$ cat src/rtl/arith_pkg.sv
// Shared widths, opcodes, saturation limits and the word/lane view of the arithmetic unit.
package arith_pkg;

	// ==============================
	// Data widths
	// ==============================
	localparam int WORD_W = 16; // Width of a machine word.
	localparam int LANE_W = 4;  // Width of one PADDSB lane.
	localparam int LANES  = 4;  // Number of lanes in a word.

	// ==============================
	// Opcodes
	// ==============================
	localparam logic [1:0] OP_ADD    = 2'd0; // Saturating 16-bit add.
	localparam logic [1:0] OP_SUB    = 2'd1; // Saturating 16-bit subtract.
	localparam logic [1:0] OP_PADDSB = 2'd2; // Four signed lanes, each saturating.
	localparam logic [1:0] OP_RED    = 2'd3; // Sum of all eight nibbles.

	// ==============================
	// Saturation limits
	// ==============================
	localparam logic [WORD_W-1:0] SAT_POS = 16'h7FFF; // Largest positive word.
	localparam logic [WORD_W-1:0] SAT_NEG = 16'h8000; // Most negative word.
	localparam logic [LANE_W-1:0] LANE_SAT_POS = 4'h7; // Largest positive lane.
	localparam logic [LANE_W-1:0] LANE_SAT_NEG = 4'h8; // Most negative lane.

	// A result word read either whole or as four lanes, lane 0 in the low bits.
	typedef union packed {
		logic [WORD_W-1:0] word;               // Whole 16-bit value.
		logic [LANES-1:0][LANE_W-1:0] lanes;   // Same bits split into nibbles.
	} arith_word_u;

endpackage

$ cat src/rtl/cla_4bit.sv
// Four-bit carry-lookahead lane with group terms and signed lane saturation for PADDSB.
`timescale 1ns/1ps

module cla_4bit (
	input  logic [arith_pkg::LANE_W-1:0] a,  // Lane addend A.
	input  logic [arith_pkg::LANE_W-1:0] b,  // Lane addend B.
	input  logic                         c0, // Carry into the lane.
	input  logic                         sat, // PADDSB in progress.
	input  logic                         red, // RED in progress.
	output logic [arith_pkg::LANE_W-1:0] s,  // Lane sum, clamped under PADDSB.
	output logic                         g,  // Group generate.
	output logic                         p   // Group propagate.
);

	logic [arith_pkg::LANE_W-1:0] bit_g; // Per-bit generate.
	logic [arith_pkg::LANE_W-1:0] bit_p; // Per-bit propagate.
	logic [arith_pkg::LANE_W-1:0] carry; // Carry into each bit position.
	logic [arith_pkg::LANE_W-1:0] s_raw; // Unclamped lane sum.
	logic                         c_in;  // Carry-in after lane isolation.
	logic                         pos_ovfl;
	logic                         neg_ovfl;

	// ==============================
	// Lookahead carries
	// ==============================
	assign c_in  = c0 & ~(sat | red); // Lanes stay isolated for PADDSB and RED.
	assign bit_g = a & b;
	assign bit_p = a ^ b;

	assign carry[0] = c_in;
	assign carry[1] = bit_g[0] | (bit_p[0] & c_in); // Carry into bit 1.
	assign carry[2] = bit_g[1] | (bit_p[1] & bit_g[0]) |
		(bit_p[1] & bit_p[0] & c_in);                   // Carry into bit 2.
	assign carry[3] = bit_g[2] | (bit_p[2] & bit_g[1]) |
		(bit_p[2] & bit_p[1] & bit_g[0]) |
		(bit_p[2] & bit_p[1] & bit_p[0] & c_in);        // Carry into bit 3.

	assign s_raw = bit_p ^ carry; // Sum bits.

	// Group terms feed the second-level block; with no carry-in g is the carry-out.
	assign g = bit_g[3] | (bit_p[3] & bit_g[2]) | (bit_p[3] & bit_p[2] & bit_g[1]) |
		(bit_p[3] & bit_p[2] & bit_p[1] & bit_g[0]);
	assign p = &bit_p; // Lane passes a carry straight through.

	// ==============================
	// Lane saturation
	// ==============================
	assign pos_ovfl = sat & ~a[arith_pkg::LANE_W-1] & ~b[arith_pkg::LANE_W-1] &
		s_raw[arith_pkg::LANE_W-1]; // Two positives gave a negative.
	assign neg_ovfl = sat & a[arith_pkg::LANE_W-1] & b[arith_pkg::LANE_W-1] &
		~s_raw[arith_pkg::LANE_W-1]; // Two negatives gave a non-negative.

	assign s = pos_ovfl ? arith_pkg::LANE_SAT_POS :
		neg_ovfl ? arith_pkg::LANE_SAT_NEG :
		s_raw; // Clamp to +7 or -8 only on a lane overflow.

endmodule

$ cat src/rtl/cla_carry_block.sv
// Second-level carry lookahead that turns lane generate/propagate terms into lane carries.
`timescale 1ns/1ps

module cla_carry_block (
	input  logic [arith_pkg::LANES-1:0] g_in,  // Lane generates, lane 0 in bit 0.
	input  logic [arith_pkg::LANES-1:0] p_in,  // Lane propagates.
	input  logic                        c0,    // Carry into lane 0.
	output logic                        c1,    // Carry into lane 1.
	output logic                        c2,    // Carry into lane 2.
	output logic                        c3,    // Carry into lane 3.
	output logic                        g_out, // 16-bit group generate.
	output logic                        p_out  // 16-bit group propagate.
);

	// Each carry is a lane generate or an earlier term passed through.
	assign c1 = g_in[0] | (p_in[0] & c0);
	assign c2 = g_in[1] | (p_in[1] & g_in[0]) | (p_in[1] & p_in[0] & c0);
	assign c3 = g_in[2] | (p_in[2] & g_in[1]) | (p_in[2] & p_in[1] & g_in[0]) |
		(p_in[2] & p_in[1] & p_in[0] & c0);

	// ==============================
	// Group terms
	// ==============================
	assign g_out = g_in[3] | (p_in[3] & g_in[2]) | (p_in[3] & p_in[2] & g_in[1]) |
		(p_in[3] & p_in[2] & p_in[1] & g_in[0]); // Word generates a carry.
	assign p_out = &p_in; // Word propagates its carry-in.

endmodule

$ cat src/rtl/nibble_reduction.sv
// Reduction tree that adds the four isolated lane sums into the RED result.
`timescale 1ns/1ps

module nibble_reduction (
	input  logic [arith_pkg::LANE_W-1:0] s0,    // Lane 0 sum.
	input  logic [arith_pkg::LANE_W-1:0] s1,    // Lane 1 sum.
	input  logic [arith_pkg::LANE_W-1:0] s2,    // Lane 2 sum.
	input  logic [arith_pkg::LANE_W-1:0] s3,    // Lane 3 sum.
	input  logic                         g0,    // Lane 0 carry-out.
	input  logic                         g1,    // Lane 1 carry-out.
	input  logic                         g2,    // Lane 2 carry-out.
	input  logic                         g3,    // Lane 3 carry-out.
	output logic [arith_pkg::WORD_W-1:0] s_red  // Zero-extended total.
);

	logic [4:0] lane_tot0; // Lane 0 total, at most 30.
	logic [4:0] lane_tot1;
	logic [4:0] lane_tot2;
	logic [4:0] lane_tot3;
	logic [5:0] sum_lo;    // Lanes 0 and 1, at most 60.
	logic [5:0] sum_hi;    // Lanes 2 and 3.
	logic [6:0] total;     // All lanes, at most 120.

	// The carry-out is the fifth bit of each unsigned lane total.
	assign lane_tot0 = {g0, s0};
	assign lane_tot1 = {g1, s1};
	assign lane_tot2 = {g2, s2};
	assign lane_tot3 = {g3, s3};

	// ==============================
	// Two-level adder tree
	// ==============================
	assign sum_lo = {1'b0, lane_tot0} + {1'b0, lane_tot1}; // First level, low pair.
	assign sum_hi = {1'b0, lane_tot2} + {1'b0, lane_tot3}; // First level, high pair.
	assign total  = {1'b0, sum_lo} + {1'b0, sum_hi};       // Second level.

	assign s_red = {{(arith_pkg::WORD_W - 7){1'b0}}, total}; // Unsigned result.

endmodule

$ cat src/rtl/cla_16bit.sv
// Sixteen-bit two-level carry-lookahead adder with word saturation, PADDSB lanes and RED.
`timescale 1ns/1ps

module cla_16bit (
	input  logic [arith_pkg::WORD_W-1:0] a,    // Addend A.
	input  logic [arith_pkg::WORD_W-1:0] b,    // Addend B, already inverted for SUB.
	input  logic                         sub,  // Carry-in for subtraction.
	input  logic                         sat,  // PADDSB selects the clamped lanes.
	input  logic                         red,  // RED selects the reduction total.
	output logic [arith_pkg::WORD_W-1:0] s,    // Selected result.
	output logic                         ovfl  // Word overflow for ADD and SUB.
);

	arith_pkg::arith_word_u a_u;   // Operand A seen as lanes.
	arith_pkg::arith_word_u b_u;   // Operand B seen as lanes.
	arith_pkg::arith_word_u s_raw; // Lane outputs joined into a word.
	logic [arith_pkg::LANES-1:0] lane_g;   // Lane generates.
	logic [arith_pkg::LANES-1:0] lane_p;   // Lane propagates.
	logic [arith_pkg::LANES-1:0] lane_cin; // Carry into each lane.
	logic c1;
	logic c2;
	logic c3;
	logic [arith_pkg::WORD_W-1:0] s_red;   // RED total.
	logic [arith_pkg::WORD_W-1:0] s_sat;   // Word-saturated sum.
	logic pos_ovfl;
	logic neg_ovfl;

	assign a_u.word = a;
	assign b_u.word = b;
	assign lane_cin = {c3, c2, c1, sub}; // Lane 0 takes the subtract carry.

	// ==============================
	// Lanes and lookahead
	// ==============================
	for (genvar i = 0; i < arith_pkg::LANES; i++) begin : g_lane
		cla_4bit u_lane (.a(a_u.lanes[i]), .b(b_u.lanes[i]), .c0(lane_cin[i]),
			.sat(sat), .red(red), .s(s_raw.lanes[i]), .g(lane_g[i]), .p(lane_p[i]));
	end

	// Word-level group terms only matter when adders are chained wider than 16 bits.
	cla_carry_block u_carry (.g_in(lane_g), .p_in(lane_p), .c0(sub),
		.c1(c1), .c2(c2), .c3(c3), .g_out(), .p_out());

	nibble_reduction u_reduction (.s0(s_raw.lanes[0]), .s1(s_raw.lanes[1]),
		.s2(s_raw.lanes[2]), .s3(s_raw.lanes[3]), .g0(lane_g[0]), .g1(lane_g[1]),
		.g2(lane_g[2]), .g3(lane_g[3]), .s_red(s_red));

	// ==============================
	// Word saturation and select
	// ==============================
	assign pos_ovfl = s_raw.word[15] & ~a[15] & ~b[15]; // Positive operands, negative sum.
	assign neg_ovfl = ~s_raw.word[15] & a[15] & b[15];  // Negative operands, positive sum.
	assign ovfl = (pos_ovfl | neg_ovfl) & ~(sat | red); // Lane modes never flag overflow.

	assign s_sat = pos_ovfl ? arith_pkg::SAT_POS :
		neg_ovfl ? arith_pkg::SAT_NEG :
		s_raw.word;

	assign s = red ? s_red :
		sat ? s_raw.word :
		s_sat; // RED wins, then PADDSB lanes, then the saturated word.

endmodule

$ cat src/rtl/arith_stage.sv
// Execute stage that decodes the opcode, drives the adder and registers its result.
`timescale 1ns/1ps

module arith_stage (
	input  logic                         clk,
	input  logic                         reset,        // Synchronous, active high.
	input  logic [arith_pkg::WORD_W-1:0] operand_a,
	input  logic [arith_pkg::WORD_W-1:0] operand_b,
	input  logic [1:0]                   opcode,
	input  logic                         op_valid,     // Starts an operation.
	output logic [arith_pkg::WORD_W-1:0] result,
	output logic                         ovfl,
	output logic                         result_valid, // One-cycle pulse per operation.
	output logic [1:0]                   op_done_code  // Opcode of the registered result.
);

	logic                         sub;      // SUB decode.
	logic                         sat;      // PADDSB decode.
	logic                         red;      // RED decode.
	logic [arith_pkg::WORD_W-1:0] b_in;     // B after optional inversion.
	logic [arith_pkg::WORD_W-1:0] sum_word; // Adder output.
	logic                         sum_ovfl; // Adder overflow.
	arith_pkg::arith_word_u       result_q; // Registered result word.

	// ==============================
	// Decode and operand prep
	// ==============================
	assign sub  = (opcode == arith_pkg::OP_SUB);
	assign sat  = (opcode == arith_pkg::OP_PADDSB);
	assign red  = (opcode == arith_pkg::OP_RED);
	assign b_in = sub ? ~operand_b : operand_b; // Two's complement with carry-in = sub.

	cla_16bit u_adder (.a(operand_a), .b(b_in), .sub(sub), .sat(sat), .red(red),
		.s(sum_word), .ovfl(sum_ovfl));

	// ==============================
	// Result register
	// ==============================
	always_ff @(posedge clk) begin
		if (reset) begin
			result_q.word <= '0;
			ovfl          <= 1'b0;
			result_valid  <= 1'b0;
			op_done_code  <= arith_pkg::OP_ADD;
		end else begin
			result_valid <= op_valid; // Pulse follows each accepted operation.
			if (op_valid) begin
				result_q.word <= sum_word;
				ovfl          <= sum_ovfl;
				op_done_code  <= opcode; // Flags need to know what produced the result.
			end
		end
	end

	assign result = result_q.word;

endmodule

$ cat src/rtl/flag_register.sv
// Condition flag register that captures Z, V and N from each completed operation.
`timescale 1ns/1ps

module flag_register (
	input  logic                         clk,
	input  logic                         reset,        // Synchronous, active high.
	input  logic [arith_pkg::WORD_W-1:0] result,       // Registered result.
	input  logic                         ovfl,         // Registered overflow.
	input  logic                         result_valid, // Result is new this cycle.
	input  logic [1:0]                   op_done_code, // Opcode that made the result.
	output logic                         flag_z,       // Result was zero.
	output logic                         flag_v,       // Signed overflow.
	output logic                         flag_n        // Result was negative.
);

	logic word_op; // ADD or SUB, the ops that own V and N.

	assign word_op = (op_done_code == arith_pkg::OP_ADD) ||
		(op_done_code == arith_pkg::OP_SUB);

	// ==============================
	// Flag update
	// ==============================
	always_ff @(posedge clk) begin
		if (reset) begin
			flag_z <= 1'b0;
			flag_v <= 1'b0;
			flag_n <= 1'b0;
		end else if (result_valid) begin
			flag_z <= (result == '0); // Every op sets Z.
			if (word_op) begin
				flag_v <= ovfl;
				flag_n <= result[arith_pkg::WORD_W-1]; // Sign of the word.
			end
			// Lane ops leave V and N as the last word op set them.
		end
	end

endmodule

$ cat src/rtl/arith_unit.sv
// Saturating arithmetic unit top joining the execute stage to the flag register.
`timescale 1ns/1ps

module arith_unit (
	input  logic                         clk,
	input  logic                         reset,        // Synchronous, active high.
	input  logic [arith_pkg::WORD_W-1:0] operand_a,
	input  logic [arith_pkg::WORD_W-1:0] operand_b,
	input  logic [1:0]                   opcode,
	input  logic                         op_valid,     // One operation per strobe.
	output logic [arith_pkg::WORD_W-1:0] result,
	output logic                         ovfl,
	output logic                         result_valid, // One cycle after op_valid.
	output logic                         flag_z,       // Two cycles after op_valid.
	output logic                         flag_v,
	output logic                         flag_n
);

	logic [1:0] op_done_code; // Opcode travelling with the result.

	// ==============================
	// Execute and flags
	// ==============================
	arith_stage u_stage (.clk(clk), .reset(reset), .operand_a(operand_a),
		.operand_b(operand_b), .opcode(opcode), .op_valid(op_valid),
		.result(result), .ovfl(ovfl), .result_valid(result_valid),
		.op_done_code(op_done_code));

	flag_register u_flags (.clk(clk), .reset(reset), .result(result), .ovfl(ovfl),
		.result_valid(result_valid), .op_done_code(op_done_code),
		.flag_z(flag_z), .flag_v(flag_v), .flag_n(flag_n));

endmodule

$ cat config.mk
export PLATFORM = sky130hd
export DESIGN_NAME = arith_unit
export DESIGN_NICKNAME = d
export VERILOG_FILES = /design/src/rtl/arith_pkg.sv /design/src/rtl/cla_4bit.sv /design/src/rtl/cla_carry_block.sv /design/src/rtl/nibble_reduction.sv /design/src/rtl/cla_16bit.sv /design/src/rtl/arith_stage.sv /design/src/rtl/flag_register.sv /design/src/rtl/arith_unit.sv
export SDC_FILE = /design/constraint.sdc
export NUM_CORES = 1
export LEC_CHECK = 0
export ABC_AREA = 1
export BUFFER_PORTS_ARGS = -buffer_cell sky130_fd_sc_hd__buf_2
export CAP_MARGIN = 20
export CORE_UTILIZATION = 50
export CTS_CLUSTER_DIAMETER = 30
export DETAILED_ROUTE_END_ITERATION = 10
export PLACE_DENSITY = 0.71
export SLEW_MARGIN = 20
export SYNTH_ARGS = -nofsm -noshare
export SYNTH_HDL_FRONTEND = slang
export SYNTH_SLANG_ARGS = --single-unit
$ cat constraint.sdc
create_clock -name clk -period 6.96 [get_ports clk]
set_clock_uncertainty 0.15 [all_clocks]
set_input_delay 0.696 -clock clk [delete_from_list [all_inputs] [get_ports clk]]
set_output_delay 0.696 -clock clk [all_outputs]
set_load 0.02 [all_outputs]
== After elaboration in Yosys (flattened, before gate mapping) ==
Index checks and enable logic that the tools add are counted.
Word-level totals
  register bits: 23
  input bits: 37
  output and inout port bits: 21
  word-level logic and storage cells: 203
Operators by class
  add/sub/neg operators: 3
  equal/unequal tests: 4
  multiplexer cells: 13
  bitwise gates (word level): 169
  reductions and logical operators: 7
Operators by type and width (number)
  $and A1 B1 Y1: 98
  $mux W16: 5
  $or A1 B1 Y1: 44
  $mux W4: 8
  $xor A4 B4 Y4: 8
  $and A4 B4 Y4: 4
  $logic_not A16 Y1: 1
  $not A16 Y16: 1
  $not A1 Y1: 14
  $add A5 B5 Y6: 2
  $reduce_and A4 Y1: 3
  $add A6 B6 Y7: 1
  $eq A2 B1 Y1 const B: 2
  $eq A2 B2 Y1 const B: 2
  $logic_not A2 Y1: 1
  $reduce_and A2 Y1: 1
  $logic_or A1 B1 Y1: 1

== Depth between registers and ports, before layout ==
  word-level depth: 26
  gate-level depth with buffers: 33
  depth with buffers taken out: 33

== Cells and area by module ==
Synthesis repeated with hierarchy kept, for this count alone.
Unflattened totals
  cells, all modules: 580
  area total of the unflattened synthesis: 3490.8 um^2
By module, submodules not included
  arith_stage: instances 1, cells each 180, area each 1113.6 um^2, sequential area each 400.4 um^2
  cla_4bit: instances 4, cells each 46, area each 275.3 um^2, sequential area each 0.0 um^2
  nibble_reduction: instances 1, cells each 76, area each 551.8 um^2, sequential area each 0.0 um^2
  cla_16bit: instances 1, cells each 93, area each 467.9 um^2, sequential area each 0.0 um^2
  flag_register: instances 1, cells each 27, area each 171.4 um^2, sequential area each 60.1 um^2
  cla_carry_block: instances 1, cells each 20, area each 85.1 um^2, sequential area each 0.0 um^2

== Worst setup path after synthesis ==
No wires, ideal clock.
  kind: input port to flip-flop
  from: input opcode[1]
  to: register u_stage.result_q (netlist bit u_stage.result[5])
  library setup time: 117 ps
  arrival: 5335 ps
  data required time: 6693 ps
  path slack: 1358 ps
  stages on the path: 27
  buffers on the path: 2
  path through: buf_4 > nor2_8 > buf_1 > xor2_1 > ha_1 > nand2_1 > nor2_1 > nand2_4 > nand3_4 > nand2_1 > nand2_1 > nand2_1 > fa_1 > xnor2_1 > nand2_1 > nand2_1 > fa_1 > fa_1 > ha_1 > fa_1 > a21oi_1 > o21ba_2 > nand2_1 > nand3_1 > o21ai_0 > a21oi_1 > nor2_1
On the way
  cells in the longest elaborated chain, start to end: 26
  elaborated cells between the ends (all ways): 184
  classes of those cells: 3 x add/sub; 3 x eq/ne; 13 x mux; 162 x bitwise; 3 x reduce/logical
RTL lines
  start, declared: line arith_unit.sv:9  | input logic [1:0] opcode,
  parallel branches: the longest is 25 deep, another holds $mux W16
  $mux W16 (*): line cla_16bit.sv:59  | assign s = red ? s_red :
  end, declared: line arith_stage.sv:23  | arith_pkg::arith_word_u result_q;
Mark *: on every way between the ends.
A chain may end at the register's enable or synchronous reset.

== Worst setup path in the final report ==
Same ends and word-level chain as after synthesis.

==> qor.yml <==
run_status:
  outcome: "finished clean"
timing:
  rsz0062_at_grt: "no"
  timing_hold_violations_final: 0
  min_period_ns: 5.40
  fmax_mhz: 185
  setup_viol_count_final: 0
  period_share_pct: 77.6
  tightest_slew_ns: 0.630
  fin_setup_tns_ns: 0
  slew_headroom_pct: 57.9
  slew_violations: 0
synth:
  synth_warnings: 0
  synth_ff_type: "dfxtp_1"
  async_flop_share_pct: 0
  synth_cells: 399
  synth_seq_area_share_pct: 16.7
  ys_top_cells_by_area: "nand2_1, dfxtp_1, fa_1"
  synth-edff-count: 0
  yosys.area.top_type: "nand2_1"
  synth_top_area_share_pct: 19.0
  yosysUniqueCellTypes: 42
  syn-cell-area_mm2: 0.00265
  synth_nets: 472
  ys_ff_latch: 22
  synth.avg_cell_area_um2: 6.63
cells_and_area:
  final_layout_size_suffix_gt1_share_pct: 17.7
  final_util_pct: 59.3
  fin_nets: 525
  fillers: 529
  antenna-diode-count: 0
  area_growth_pct: 14.4
  final_cells: 521
cts:
  cts.sink_count: 22
  path_clk_slew_ns: 0.08
  clk-insertion-delay-late_ns: 0.27
  cts_resized: 0
  cts_max_level: 1
  cts_setup_buffers: 0
  tritoncts: "built"
  hold_buffers: 0
  root_buffer: "clkbuf_8"
  numCtsBuffers: 3
  clockBufferDepth: 2
detailed_routing:
  drtAntennaViolNets: 0
  dr_total_vias: 2622
  viasPerCell: 5.03
  avgRoutedWirePerCell_um: 11.6
  drt_iter0_drc: 175
  routed_wl_um: 6040
  dr.pass1.iters: 4
  drc: 0
floorplan:
  coreArea_mm2: 0.00511
  die_w_um: 74.7
  dieArea_mm2: 0.00558
  row_count: 26
  die_y_um: 74.7
  io_pins: 58
  initial_core_util_pct: 51.8
worst_setup_path:
  crit_path_end_kind: "flop"
  cp-start-kind: "primary input"
  path_class: "primary input to flop"
  cp_max_fo: 19
  cp.arrival_ns: 5.42
  cp.required_ns: 6.98
job:
  maxCapViolCount: 0
power_and_ir_drop:
  comb_power_share_pct: 69.9
  p_sw_mw: 0.399
  p_per_area_mw_per_mm2: 271
  seqPwrFrac_pct: 18.7
  power.total_mw: 0.822
  power_leakage_nw: 1.72
  p_int_mw: 0.422
  clkPwrFrac_pct: 11.3
  swShare_pct: 48.6
  ir_worst_vdd_v: 0.000138
grt:
  grt_remaining_overflow: 0
  grt.total_usage_pct: 22.9
  grt_pass1_vias: 2412
  antenna_found_initial: 0
  grt_start_max_net_pins: 22
  grt_pass1_wl_um: 10000
place:
  hpwl_um: 5160
  io_buffers: 57
  dp.cells: 517
  gp_congestion: 0.885
worst_hold_path:
  hp-class: "flop to flop"
==> cells by family (layout without fill, tap and decap cells) <==
logic type / count (synthesis) / after routing / share of synthesized area [%]
simple gates: 213 / 213 / 36.1
buf+inv: 58 / 110 / 8.70
compound gates: 49 / 49 / 10.5
fa+ha+maj: 36 / 36 / 21.0
flops: 22 / 22 / 16.7
xor+xnor: 21 / 21 / 6.95
==> layer usage <==
layer,track usage (%),wire length [µm],vias up
li1,-,-,1377
met1,31.0,2880,1184
met2,39.4,2860,57
met3,3.88,257,4
met4,2.94,36,0
met5,0,0,-
==> critical path: stages <==
cell     delay, ns
buf_2         0.15
nor2_8        0.37
xor2_1        0.16
ha_1          0.38
nand2_1       0.08
nor2_1        0.19
nand2_4       0.07
nand3_4       0.08
nand2_1       0.05
nand2_1       0.09
nand2_1       0.07
fa_1          0.37
xnor2_1       0.15
nand2_1       0.07
nand2_1       0.09
fa_1          0.57
fa_1          0.42
ha_1          0.24
fa_1          0.42
a21oi_1       0.18
o21ba_2       0.16
nand2_1       0.05
nand3_1       0.05
o21ai_0       0.07
a21oi_1       0.13
nor2_1        0.05
==> through the flow <==
stage	hold slack [ns]	setup WS, ns	area (µm²)
2_1_floorplan	0.313	1.36	2650
3_3_place_gp	0.301	1.45	2970
3_5_place_dp	0.314	1.28	2970
4_1_cts	0.326	1.58	3030
5_1_grt	0.349	1.21	3030
6_report	0.325	1.56	3030
==> cells in the mapped netlist (3+ instances only) <==
cell type,number
inv_2,3
fa_1,14
inv_1,45
nor3_1,5
o21bai_1,5
nand2_2,6
nor2_1,31
nand3_1,17
a21oi_1,25
xor2_1,16
dfxtp_1,22
nand2_1,134
clkbuf_1,4
ha_1,22
o21ai_0,11
xnor2_1,5
==> final cells by class <==
cell class	instances	area (µm²)	share of cell area (%)
sequential	22	440	14.6
inverter	49	184	6.08
clock buffer	4	55.1	1.82
multi-input combinational	319	1970	65.2
timing repair buffer	57	285	9.43
tap	70	87.6	2.89
==> final timing paths <==
path	startpoint	to	slack, ns	cells after the start
max	opcode[1]	u_stage.result[5]	1.56	26
min	u_flags.flag_z	u_flags.flag_z	0.33	2
max reg2reg	u_stage.result[5]	u_flags.flag_z	5.42	4
min reg2reg	u_flags.flag_z	u_flags.flag_z	0.33	2
==> power groups by stage <==
| stage | clock (mW) | combinational, mW | sequential (mW) |
|---|---|---|---|
| finish | 0.0930 | 0.575 | 0.154 |
| global route | 0.0995 | 0.663 | 0.157 |
| CTS | 0.0948 | 0.573 | 0.154 |
| detailed placement | 0 | 0.571 | 0.157 |
| global placement | 0 | 0.552 | 0.157 |
| floorplan | 0 | 0.419 | 0.176 |
==> cells in the final DEF (no fill, tap or decap), drive strengths merged <==
| cell | n |
|---|---|
| nor2 | 32 |
| a21oi | 25 |
| nand3 | 19 |
| nor3 | 5 |
| clkbuf | 4 |
| a22oi | 1 |
| nor4 | 2 |
| or2 | 2 |
| o21ai | 12 |
| o21ba | 1 |
| a21boi | 1 |
| ha | 22 |
| a31oi | 2 |
| or4 | 1 |
| buf | 57 |
| inv | 48 |
| xor2 | 16 |
| clkinv | 1 |
| and2 | 2 |
| and3 | 2 |
| nand3b | 3 |
| nand2 | 141 |
| o21bai | 5 |
| fa | 14 |
| nand4 | 4 |
| o31ai | 2 |
| xnor2 | 5 |
| dfxtp | 22 |
==> sequential cells by signal (all words and copies together) (netlist names) <==
signal / count
u_stage.result: 16
u_flags.flag_n: 1
u_flags.flag_v: 1
u_flags.flag_z: 1
u_stage.op_done_code: 1
u_stage.ovfl: 1
u_stage.result_valid: 1
(Power assumes the default switching activity.)
